===== src/alu_pkg.sv =====
`default_nettype none

package alu_pkg;

  localparam int XLEN_W     = 32;
  localparam int REG_ADDR_W = 5;
  localparam int SHAMT_W    = 5;

  typedef logic [XLEN_W-1:0]     xlen_t;
  typedef logic [REG_ADDR_W-1:0] reg_addr_t;

  // Major opcodes, RV32I base
  localparam logic [6:0] OPC_LUI    = 7'b0110111;
  localparam logic [6:0] OPC_AUIPC  = 7'b0010111;
  localparam logic [6:0] OPC_OP_IMM = 7'b0010011;
  localparam logic [6:0] OPC_OP     = 7'b0110011;

  typedef enum logic [3:0] {
    OP_NONE,   // Unsupported, done report only
    OP_ADD,
    OP_SUB,
    OP_AND,
    OP_OR,
    OP_XOR,
    OP_SLL,
    OP_SRL,
    OP_SRA,
    OP_SLT,
    OP_SLTU,
    OP_LUI,
    OP_AUIPC
  } alu_op_e;

  typedef enum logic [1:0] {
    IMM_NONE,
    IMM_I,
    IMM_SH,  // Shift amount in the rs2 field
    IMM_U
  } imm_sel_e;

  // One instruction word, two decodes
  // I-type immediate sits in funct7/rs2 of the r view
  typedef union packed {
    struct packed {
      logic [6:0] funct7;
      reg_addr_t  rs2;
      reg_addr_t  rs1;
      logic [2:0] funct3;
      reg_addr_t  rd;
      logic [6:0] opcode;
    } r;
    struct packed {
      logic [19:0] imm20;
      reg_addr_t   rd;
      logic [6:0]  opcode;
    } u;
  } rv_inst_u;

endpackage

`default_nettype wire


===== src/alu_decoder.sv =====
`timescale 1ns/1ps
`default_nettype none

module alu_decoder
  import alu_pkg::*;
(
  input  rv_inst_u  i_inst,
  output alu_op_e   o_op,
  output imm_sel_e  o_imm_sel,
  output reg_addr_t o_rs1,
  output reg_addr_t o_rs2,
  output reg_addr_t o_rd,
  output logic      o_rs1_used,
  output logic      o_rs2_used,
  output logic      o_wr_en
);

  logic [6:0] opcode;
  logic [2:0] funct3;
  logic [6:0] funct7;

  assign opcode = i_inst.r.opcode;
  assign funct3 = i_inst.r.funct3;
  assign funct7 = i_inst.r.funct7;

  assign o_rs1 = i_inst.r.rs1;
  assign o_rs2 = i_inst.r.rs2;

  always_comb begin
    o_op       = OP_NONE;
    o_imm_sel  = IMM_NONE;
    o_rs1_used = 1'b0;
    o_rs2_used = 1'b0;
    o_rd       = i_inst.r.rd;
    case (opcode)
      OPC_LUI: begin
        o_op      = OP_LUI;
        o_imm_sel = IMM_U;
      end
      OPC_AUIPC: begin
        o_op      = OP_AUIPC;
        o_imm_sel = IMM_U;
      end
      OPC_OP_IMM: begin
        o_rs1_used = 1'b1;
        o_imm_sel  = IMM_I;
        case (funct3)
          3'b000: o_op = OP_ADD;
          3'b010: o_op = OP_SLT;
          3'b011: o_op = OP_SLTU;
          3'b100: o_op = OP_XOR;
          3'b110: o_op = OP_OR;
          3'b111: o_op = OP_AND;
          3'b001: begin
            o_imm_sel = IMM_SH;
            if (funct7 == 7'b0000000) o_op = OP_SLL;
          end
          default: begin  // 3'b101, SRLI or SRAI
            o_imm_sel = IMM_SH;
            if (funct7 == 7'b0000000) o_op = OP_SRL;
            else if (funct7 == 7'b0100000) o_op = OP_SRA;
          end
        endcase
      end
      OPC_OP: begin
        o_rs1_used = 1'b1;
        o_rs2_used = 1'b1;
        if (funct7 == 7'b0000000) begin
          case (funct3)
            3'b000:  o_op = OP_ADD;
            3'b001:  o_op = OP_SLL;
            3'b010:  o_op = OP_SLT;
            3'b011:  o_op = OP_SLTU;
            3'b100:  o_op = OP_XOR;
            3'b101:  o_op = OP_SRL;
            3'b110:  o_op = OP_OR;
            default: o_op = OP_AND;
          endcase
        end else if (funct7 == 7'b0100000) begin
          if (funct3 == 3'b000) o_op = OP_SUB;
          else if (funct3 == 3'b101) o_op = OP_SRA;
        end
      end
      default: ;
    endcase
  end

  // No writeback to x0 or for unknown encodings
  assign o_wr_en = (o_op != OP_NONE) && (o_rd != '0);

endmodule

`default_nettype wire


===== src/reg_file.sv =====
`timescale 1ns/1ps
`default_nettype none

module reg_file
  import alu_pkg::*;
(
  input  logic      i_clk,
  input  logic      i_reset_n,
  input  reg_addr_t i_rd_addr_a,
  input  reg_addr_t i_rd_addr_b,
  output xlen_t     o_rd_data_a,
  output xlen_t     o_rd_data_b,
  input  logic      i_wr_en,
  input  reg_addr_t i_wr_addr,
  input  xlen_t     i_wr_data
);

  localparam int NUM_REGS = 2**REG_ADDR_W;

  xlen_t regs [1:NUM_REGS-1];  // x0 is not stored

  always_ff @(posedge i_clk or negedge i_reset_n) begin
    if (!i_reset_n) begin
      for (int i = 1; i < NUM_REGS; i++) begin
        regs[i] <= '0;
      end
    end else if (i_wr_en && (i_wr_addr != '0)) begin
      regs[i_wr_addr] <= i_wr_data;
    end
  end

  // Combinational read, x0 reads zero
  assign o_rd_data_a = (i_rd_addr_a == '0) ? '0 : regs[i_rd_addr_a];
  assign o_rd_data_b = (i_rd_addr_b == '0) ? '0 : regs[i_rd_addr_b];

endmodule

`default_nettype wire


===== src/operand_stage.sv =====
`timescale 1ns/1ps
`default_nettype none

module operand_stage
  import alu_pkg::*;
#(
  parameter int TAG_W = 6
) (
  input  logic             i_clk,
  input  logic             i_reset_n,
  input  logic             i_valid,
  input  rv_inst_u         i_inst,
  input  xlen_t            i_pc,
  input  logic [TAG_W-1:0] i_tag,
  input  alu_op_e          i_op,
  input  imm_sel_e         i_imm_sel,
  input  reg_addr_t        i_rs1,
  input  reg_addr_t        i_rs2,
  input  reg_addr_t        i_rd,
  input  logic             i_rs1_used,
  input  logic             i_rs2_used,
  input  logic             i_wr_en,
  output reg_addr_t        o_rf_addr_a,
  output reg_addr_t        o_rf_addr_b,
  input  xlen_t            i_rf_data_a,
  input  xlen_t            i_rf_data_b,
  input  logic             i_wb_valid,
  input  reg_addr_t        i_wb_rd,
  input  xlen_t            i_wb_data,
  output logic             o_valid,
  output alu_op_e          o_op,
  output reg_addr_t        o_rd,
  output logic             o_wr_en,
  output logic [TAG_W-1:0] o_tag,
  output xlen_t            o_pc,
  output xlen_t            o_imm_u,
  output reg_addr_t        o_rs1,
  output reg_addr_t        o_rs2,
  output logic             o_rs2_is_reg,
  output xlen_t            o_opnd_a,
  output xlen_t            o_opnd_b
);

  logic             r_ex1_valid;
  logic             r_ex1_wr_en;
  rv_inst_u         r_ex1_inst;
  xlen_t            r_ex1_pc;
  logic [TAG_W-1:0] r_ex1_tag;
  alu_op_e          r_ex1_op;
  imm_sel_e         r_ex1_imm_sel;
  reg_addr_t        r_ex1_rs1;
  reg_addr_t        r_ex1_rs2;
  reg_addr_t        r_ex1_rd;
  logic             r_ex1_rs2_used;

  logic  fwd_a;
  logic  fwd_b;
  xlen_t ex1_rs1_data;
  xlen_t ex1_rs2_data;
  xlen_t ex1_imm_i;
  xlen_t ex1_opnd_b;

  // --------------------
  // EX0 -> EX1
  always_ff @(posedge i_clk or negedge i_reset_n) begin
    if (!i_reset_n) begin
      r_ex1_valid <= 1'b0;
      r_ex1_wr_en <= 1'b0;
    end else begin
      r_ex1_valid <= i_valid;
      r_ex1_wr_en <= i_valid && i_wr_en;
    end
  end

  always_ff @(posedge i_clk) begin
    r_ex1_inst     <= i_inst;
    r_ex1_pc       <= i_pc;
    r_ex1_tag      <= i_tag;
    r_ex1_op       <= i_op;
    r_ex1_imm_sel  <= i_imm_sel;
    r_ex1_rs1      <= i_rs1_used ? i_rs1 : '0;  // Unused source acts as x0
    r_ex1_rs2      <= i_rs2_used ? i_rs2 : '0;
    r_ex1_rd       <= i_rd;
    r_ex1_rs2_used <= i_rs2_used;
  end

  // --------------------
  // EX1 read and forward
  assign o_rf_addr_a = r_ex1_rs1;
  assign o_rf_addr_b = r_ex1_rs2;

  // Producer two ahead is on the writeback bus now
  assign fwd_a = i_wb_valid && (r_ex1_rs1 != '0) && (r_ex1_rs1 == i_wb_rd);
  assign fwd_b = i_wb_valid && (r_ex1_rs2 != '0) && (r_ex1_rs2 == i_wb_rd);

  assign ex1_rs1_data = fwd_a ? i_wb_data : i_rf_data_a;
  assign ex1_rs2_data = fwd_b ? i_wb_data : i_rf_data_b;

  assign ex1_imm_i = {{(XLEN_W-12){r_ex1_inst.r.funct7[6]}}, r_ex1_inst.r.funct7, r_ex1_inst.r.rs2};

  always_comb begin
    case (r_ex1_imm_sel)
      IMM_I:   ex1_opnd_b = ex1_imm_i;
      IMM_SH:  ex1_opnd_b = {{(XLEN_W-SHAMT_W){1'b0}}, r_ex1_inst.r.rs2[SHAMT_W-1:0]};
      default: ex1_opnd_b = ex1_rs2_data;
    endcase
  end

  // --------------------
  // EX1 -> EX2
  always_ff @(posedge i_clk or negedge i_reset_n) begin
    if (!i_reset_n) begin
      o_valid <= 1'b0;
      o_wr_en <= 1'b0;
    end else begin
      o_valid <= r_ex1_valid;
      o_wr_en <= r_ex1_wr_en;
    end
  end

  always_ff @(posedge i_clk) begin
    o_op         <= r_ex1_op;
    o_rd         <= r_ex1_rd;
    o_tag        <= r_ex1_tag;
    o_pc         <= r_ex1_pc;
    o_imm_u      <= {r_ex1_inst.u.imm20, 12'h000};
    o_rs1        <= r_ex1_rs1;
    o_rs2        <= r_ex1_rs2;
    o_rs2_is_reg <= r_ex1_rs2_used;
    o_opnd_a     <= ex1_rs1_data;
    o_opnd_b     <= ex1_opnd_b;
  end

endmodule

`default_nettype wire


===== src/alu_execute.sv =====
`timescale 1ns/1ps
`default_nettype none

module alu_execute
  import alu_pkg::*;
#(
  parameter int TAG_W = 6
) (
  input  logic             i_clk,
  input  logic             i_reset_n,
  input  logic             i_valid,
  input  alu_op_e          i_op,
  input  reg_addr_t        i_rd,
  input  logic             i_wr_en,
  input  logic [TAG_W-1:0] i_tag,
  input  xlen_t            i_pc,
  input  xlen_t            i_imm_u,
  input  reg_addr_t        i_rs1,
  input  reg_addr_t        i_rs2,
  input  logic             i_rs2_is_reg,
  input  xlen_t            i_opnd_a,
  input  xlen_t            i_opnd_b,
  output logic             o_wb_valid,
  output reg_addr_t        o_wb_rd,
  output xlen_t            o_wb_data,
  output logic             o_done_valid,
  output logic [TAG_W-1:0] o_done_tag
);

  logic               fwd_a;
  logic               fwd_b;
  xlen_t              opnd_a;
  xlen_t              opnd_b;
  xlen_t              result;
  logic [SHAMT_W-1:0] shamt;

  // --------------------
  // EX2 forward
  // Producer one ahead is sitting in EX3
  assign fwd_a = o_wb_valid && (i_rs1 != '0) && (i_rs1 == o_wb_rd);
  assign fwd_b = o_wb_valid && i_rs2_is_reg && (i_rs2 != '0) && (i_rs2 == o_wb_rd);

  assign opnd_a = fwd_a ? o_wb_data : i_opnd_a;
  assign opnd_b = fwd_b ? o_wb_data : i_opnd_b;

  assign shamt = opnd_b[SHAMT_W-1:0];

  // --------------------
  // EX2 compute
  always_comb begin
    case (i_op)
      OP_ADD:   result = opnd_a + opnd_b;
      OP_SUB:   result = opnd_a - opnd_b;
      OP_AND:   result = opnd_a & opnd_b;
      OP_OR:    result = opnd_a | opnd_b;
      OP_XOR:   result = opnd_a ^ opnd_b;
      OP_SLL:   result = opnd_a << shamt;
      OP_SRL:   result = opnd_a >> shamt;
      OP_SRA:   result = $signed(opnd_a) >>> shamt;
      OP_SLT:   result = {{(XLEN_W-1){1'b0}}, $signed(opnd_a) < $signed(opnd_b)};
      OP_SLTU:  result = {{(XLEN_W-1){1'b0}}, opnd_a < opnd_b};
      OP_LUI:   result = i_imm_u;
      OP_AUIPC: result = i_pc + i_imm_u;
      default:  result = '0;
    endcase
  end

  // --------------------
  // EX3 writeback and done
  always_ff @(posedge i_clk or negedge i_reset_n) begin
    if (!i_reset_n) begin
      o_wb_valid   <= 1'b0;
      o_done_valid <= 1'b0;
    end else begin
      o_wb_valid   <= i_valid && i_wr_en;
      o_done_valid <= i_valid;
    end
  end

  // Bus holds the last report between instructions
  always_ff @(posedge i_clk or negedge i_reset_n) begin
    if (!i_reset_n) begin
      o_wb_rd    <= '0;
      o_wb_data  <= '0;
      o_done_tag <= '0;
    end else if (i_valid) begin
      o_wb_rd    <= i_rd;
      o_wb_data  <= result;
      o_done_tag <= i_tag;
    end
  end

endmodule

`default_nettype wire


===== src/alu_pipe_top.sv =====
`timescale 1ns/1ps
`default_nettype none

module alu_pipe_top
  import alu_pkg::*;
#(
  parameter int TAG_W = 6
) (
  input  logic             i_clk,
  input  logic             i_reset_n,
  input  logic             i_issue_valid,
  input  logic [31:0]      i_issue_inst,
  input  xlen_t            i_issue_pc,
  input  logic [TAG_W-1:0] i_issue_tag,
  output logic             o_wb_valid,
  output reg_addr_t        o_wb_rd,
  output xlen_t            o_wb_data,
  output logic             o_done_valid,
  output logic [TAG_W-1:0] o_done_tag
);

  // EX0 decode
  alu_op_e   dec_op;
  imm_sel_e  dec_imm_sel;
  reg_addr_t dec_rs1;
  reg_addr_t dec_rs2;
  reg_addr_t dec_rd;
  logic      dec_rs1_used;
  logic      dec_rs2_used;
  logic      dec_wr_en;

  reg_addr_t rf_addr_a;
  reg_addr_t rf_addr_b;
  xlen_t     rf_data_a;
  xlen_t     rf_data_b;

  // EX2 stage
  logic             ex2_valid;
  alu_op_e          ex2_op;
  reg_addr_t        ex2_rd;
  logic             ex2_wr_en;
  logic [TAG_W-1:0] ex2_tag;
  xlen_t            ex2_pc;
  xlen_t            ex2_imm_u;
  reg_addr_t        ex2_rs1;
  reg_addr_t        ex2_rs2;
  logic             ex2_rs2_is_reg;
  xlen_t            ex2_opnd_a;
  xlen_t            ex2_opnd_b;

  alu_decoder u_decoder (
    .i_inst     (i_issue_inst),
    .o_op       (dec_op),
    .o_imm_sel  (dec_imm_sel),
    .o_rs1      (dec_rs1),
    .o_rs2      (dec_rs2),
    .o_rd       (dec_rd),
    .o_rs1_used (dec_rs1_used),
    .o_rs2_used (dec_rs2_used),
    .o_wr_en    (dec_wr_en)
  );

  reg_file u_reg_file (
    .i_clk       (i_clk),
    .i_reset_n   (i_reset_n),
    .i_rd_addr_a (rf_addr_a),
    .i_rd_addr_b (rf_addr_b),
    .o_rd_data_a (rf_data_a),
    .o_rd_data_b (rf_data_b),
    .i_wr_en     (o_wb_valid),
    .i_wr_addr   (o_wb_rd),
    .i_wr_data   (o_wb_data)
  );

  operand_stage #(
    .TAG_W (TAG_W)
  ) u_operand_stage (
    .i_clk        (i_clk),
    .i_reset_n    (i_reset_n),
    .i_valid      (i_issue_valid),
    .i_inst       (i_issue_inst),
    .i_pc         (i_issue_pc),
    .i_tag        (i_issue_tag),
    .i_op         (dec_op),
    .i_imm_sel    (dec_imm_sel),
    .i_rs1        (dec_rs1),
    .i_rs2        (dec_rs2),
    .i_rd         (dec_rd),
    .i_rs1_used   (dec_rs1_used),
    .i_rs2_used   (dec_rs2_used),
    .i_wr_en      (dec_wr_en),
    .o_rf_addr_a  (rf_addr_a),
    .o_rf_addr_b  (rf_addr_b),
    .i_rf_data_a  (rf_data_a),
    .i_rf_data_b  (rf_data_b),
    .i_wb_valid   (o_wb_valid),
    .i_wb_rd      (o_wb_rd),
    .i_wb_data    (o_wb_data),
    .o_valid      (ex2_valid),
    .o_op         (ex2_op),
    .o_rd         (ex2_rd),
    .o_wr_en      (ex2_wr_en),
    .o_tag        (ex2_tag),
    .o_pc         (ex2_pc),
    .o_imm_u      (ex2_imm_u),
    .o_rs1        (ex2_rs1),
    .o_rs2        (ex2_rs2),
    .o_rs2_is_reg (ex2_rs2_is_reg),
    .o_opnd_a     (ex2_opnd_a),
    .o_opnd_b     (ex2_opnd_b)
  );

  alu_execute #(
    .TAG_W (TAG_W)
  ) u_execute (
    .i_clk        (i_clk),
    .i_reset_n    (i_reset_n),
    .i_valid      (ex2_valid),
    .i_op         (ex2_op),
    .i_rd         (ex2_rd),
    .i_wr_en      (ex2_wr_en),
    .i_tag        (ex2_tag),
    .i_pc         (ex2_pc),
    .i_imm_u      (ex2_imm_u),
    .i_rs1        (ex2_rs1),
    .i_rs2        (ex2_rs2),
    .i_rs2_is_reg (ex2_rs2_is_reg),
    .i_opnd_a     (ex2_opnd_a),
    .i_opnd_b     (ex2_opnd_b),
    .o_wb_valid   (o_wb_valid),
    .o_wb_rd      (o_wb_rd),
    .o_wb_data    (o_wb_data),
    .o_done_valid (o_done_valid),
    .o_done_tag   (o_done_tag)
  );

endmodule

`default_nettype wire


===== config.mk =====
export PLATFORM = sky130hd
export DESIGN_NAME = alu_pipe_top
export DESIGN_NICKNAME = d
export VERILOG_FILES = /design/src/alu_pkg.sv /design/src/alu_decoder.sv /design/src/reg_file.sv /design/src/operand_stage.sv /design/src/alu_execute.sv /design/src/alu_pipe_top.sv
export SDC_FILE = /design/constraint.sdc
export NUM_CORES = 2
export LEC_CHECK = 0
export ABC_CLOCK_PERIOD_IN_PS = 16400
export BUFFER_PORTS_ARGS = -buffer_cell sky130_fd_sc_hd__buf_2
export CAP_MARGIN = 20
export CORE_ASPECT_RATIO = 1.1
export CORE_MARGIN = 4
export CORE_UTILIZATION = 25
export CTS_BUF_LIST = sky130_fd_sc_hd__clkbuf_16
export DETAILED_ROUTE_END_ITERATION = 16
export PLACE_DENSITY = 0.45
export SYNTH_ARGS = -nofsm -noshare
export SYNTH_HDL_FRONTEND = slang
export SYNTH_SLANG_ARGS = --single-unit

===== constraint.sdc =====
create_clock -name i_clk -period 16.4 [get_ports i_clk]
set_clock_uncertainty 0.05 [all_clocks]
set_input_delay 0.82 -clock i_clk [delete_from_list [all_inputs] [get_ports i_clk]]
set_output_delay 0.82 -clock i_clk [all_outputs]
set_load 0.02 [all_outputs]

==> results.cfg <==
[setup_path]
critPathCaptureType = flop
path_max_fanout = 55
critical_path_arrival_ps = 7490
cp_slowest_stage_delay_ps = 940
worst-setup-path-type = flop to flop
cp.required_ps = 17050
cp.depth = 17
cpMaxStageDelayCell = dfrtp_1
cpMostUsedCell = o211ai_1
path_cells = xor2_1 -> or3_4 -> or3_1 -> buf_4 -> mux2_4 -> inv_2 -> ha_1 -> or2_2 -> o211ai_1 -> a21oi_1 -> o2111ai_1 -> o211ai_1 -> a221oi_1 -> o21ai_0 -> nor2_1 -> o22ai_1 -> o32a_1
crit_buf_inv = 2
rr_worst_depth = 17
crit_path_start_kind = flop
cp_top_family = compound AO/OA/AOI/OAI gates

[sta]
finalHoldViolations = 0
fmax_mhz = 146.2
slew_violations = 0
final.min_clock_period_ps = 6839
finalSetupViolCount = 0
setup_tns_ps = 0
rsz0062_at_grt = false
max_slew_margin_pct = 21.65
hold_ws_ps = 55.95
finalCritPeriodShare_pct = 41.70
worst_pin_slew_ps = 1175

[route]
dr.first_iter.drc_count = 5564
dr_total_vias = 53970
ant_nets = 0
wire_per_inst_um = 32.35
wl_um = 314600
drc = 0
vias_per_cell = 5.550
first_pass_iters = 9

[final_layout]
largest_reg_flops = 992
postLayoutCellArea_sq_um = 81400
fin_util_pct = 28.64
fillers = 29070
final_common_cell = dfrtp_1
fin_nets = 6081
most-common-layout-cells = 1,040 x dfrtp_1, 969 x mux2_2, 487 x mux4_2
area_growth_pct = 13.69
largest-register = u_reg_file.regs
fin_cells = 9723
drive_gt1_share_pct = 34.50

[synth]
yosysTopAreaCell = dfrtp_1
synth_area_sq_um = 71590
avgSynthCellArea_sq_um = 11.97
yosys.area.top_type_share_pct = 36.39
async_flop_share_pct = 82.42
synth_seq_cells = 1263
synthTopCellsByArea = dfrtp_1 36%, mux4_2 15%, mux2_2 15%
synth_edf_count = 0
yosysUniqueCellTypes = 89
syn_inst = 5981
ys.flop_type = dfrtp_1
synth_fp_nets = 6181
ys_warn_count = 0
yosysSeqAreaShare_pct = 42.59

[place]
dp.cells = 9439
finalWeightedCongestion = 0.9451
hpwl_um = 203300
io_buffers = 117
placed_area_sq_um = 76460

[floorplanning]
die_area_sq_um = 295000
die_width_um = 518.2
fp.dieH_um = 569.3
start_util_pct = 25.19
row_count = 205
ios = 118
coreArea_sq_um = 284200

[global_route]
grt_use_total_pct = 20.74
grt_max_degree = 173
grt_pass1_wl_um = 442800
grt_pass1_vias = 54790
antenna_found_initial = 21
grt_overflow = 0

[clock_network]
htreeDepth = 4
cts_buffers = 153
cts_resized = 0
clock_latency_ps = 840
clkSinkCount = 1263
clk_pin_slew_ps = 60
clock-root-buffer = clkbuf_16
tritoncts = yes
clock_path_buffers = 4

[min_path]
min_path_cells = 1
hp-class = input port to flop

[run_status]
status = finished clean

[flow_run]
maxCapViolCount = 0

[pwr]
ir_drop_mv = 0.08409
p_leak_uw = 0.03433
power_density_nw_per_um2 = 82.16
==> worst reg2reg max path, stage by stage, from the launching register on <==
cell	delay [ps]
dfrtp_1	940
xor2_1	190
or3_4	400
or3_1	350
buf_4	290
mux2_4	760
inv_2	500
ha_1	350
or2_2	290
o211ai_1	280
a21oi_1	250
o2111ai_1	550
o211ai_1	280
a221oi_1	520
o21ai_0	160
nor2_1	130
o22ai_1	100
o32a_1	300
==> where the power goes <==
part	total [uW]	switching (uW)	leakage [uW]	internal, uW
registers	3150	25.2	0.0164	3130
clock network	3350	1420	0.00244	1930
logic	182	135	0.0155	46.7
total	6690	1580	0.0343	5110
==> through the flow <==
step | total power, uW | setup slack [ps]
floorplan | 3265 | 11020
global placement | 3389 | 9605
global route | 6903 | 9276
finish | 6687 | 9561
detailed placement | 3390 | 9734
CTS | 6770 | 9691
==> area by class of cell <==
class	count	area [sq um]	share of cell area, %
flip-flops and latches	1263	30530	37.51
clock buffers	157	3929	4.827
well taps	3726	4662	5.728
diodes	8	20.02	0.02459
multi-input cells	4021	38670	47.51
repair buffers	325	2316	2.845
inverters	117	444.2	0.5457
clock inverters	106	823.3	1.011
==> metal layers <==
metal / routed length, um / vias to the layer above / track usage, %
met5: 26 / - / 0
met4: 13760 / 4 / 7.872
met3: 19520 / 559 / 3.523
met2: 151200 / 2165 / 34.85
met1: 130100 / 28850 / 26.70
li1: - / 22390 / -
==> Yosys cell counts (20+ instances only) <==
master	instances
a21oi_1	225
dfxtp_1	222
a32oi_1	23
o31ai_1	22
buf_1	77
a21o_1	26
a221oi_1	54
a211oi_1	42
xnor2_1	26
mux4_2	487
a22oi_1	44
a221o_1	20
o22ai_1	37
nor2_1	213
o221ai_1	43
and2_1	29
nand3_1	73
nand2b_1	24
clkbuf_1	453
buf_2	37
o21ai_0	330
nor3_1	67
nand2_1	454
a22o_1	40
inv_1	112
mux2_2	969
o211ai_1	45
dfrtp_1	1041
ha_1	124
mux2i_1	223
nor4_1	22
nor2b_1	39
a31oi_1	34
o31a_1	22
==> timing repair <==
item / in CTS / in global routing
hold buffers: 11 / 0
endpoints found under the hold margin: 38 / 0
setup buffers: 0 / 0
==> path summary, 6_finish.rpt <==
check	start	endpoint	slack [ps]
setup / recovery	u_execute.o_wb_rd[0]$_DFFE_PN0P_	u_execute.o_wb_data[27]$_DFFE_PN0P_	9560
hold / removal	i_issue_tag[3]	u_operand_stage.r_ex1_tag[3]$_DFF_P_	60
setup reg to reg	u_execute.o_wb_rd[0]$_DFFE_PN0P_	u_execute.o_wb_data[27]$_DFFE_PN0P_	9560
hold reg to reg	u_operand_stage.r_ex1_pc[6]$_DFF_P_	u_operand_stage.o_pc[6]$_DFF_P_	260
max in group asynchronous	i_reset_n	u_reg_file.regs[489]$_DFFE_PN0P_	11790
min in group asynchronous	i_reset_n	u_reg_file.regs[23]$_DFFE_PN0P_	610
==> cell families (layout without fill, tap and decap cells) <==
group | count (synthesis) | in the layout | synth area share [%]
mux | 1681 | 1681 | 33.72
compound gates | 1153 | 1153 | 10.68
other cells | 0 | 8 | 0
buf+inv | 697 | 705 | 3.817
flops | 1263 | 1263 | 42.59
fa+ha+maj | 127 | 127 | 2.251
xor+xnor | 43 | 43 | 0.5260
simple gates | 1017 | 1017 | 6.415
Note: power is estimated with default switching activity, not from simulation.
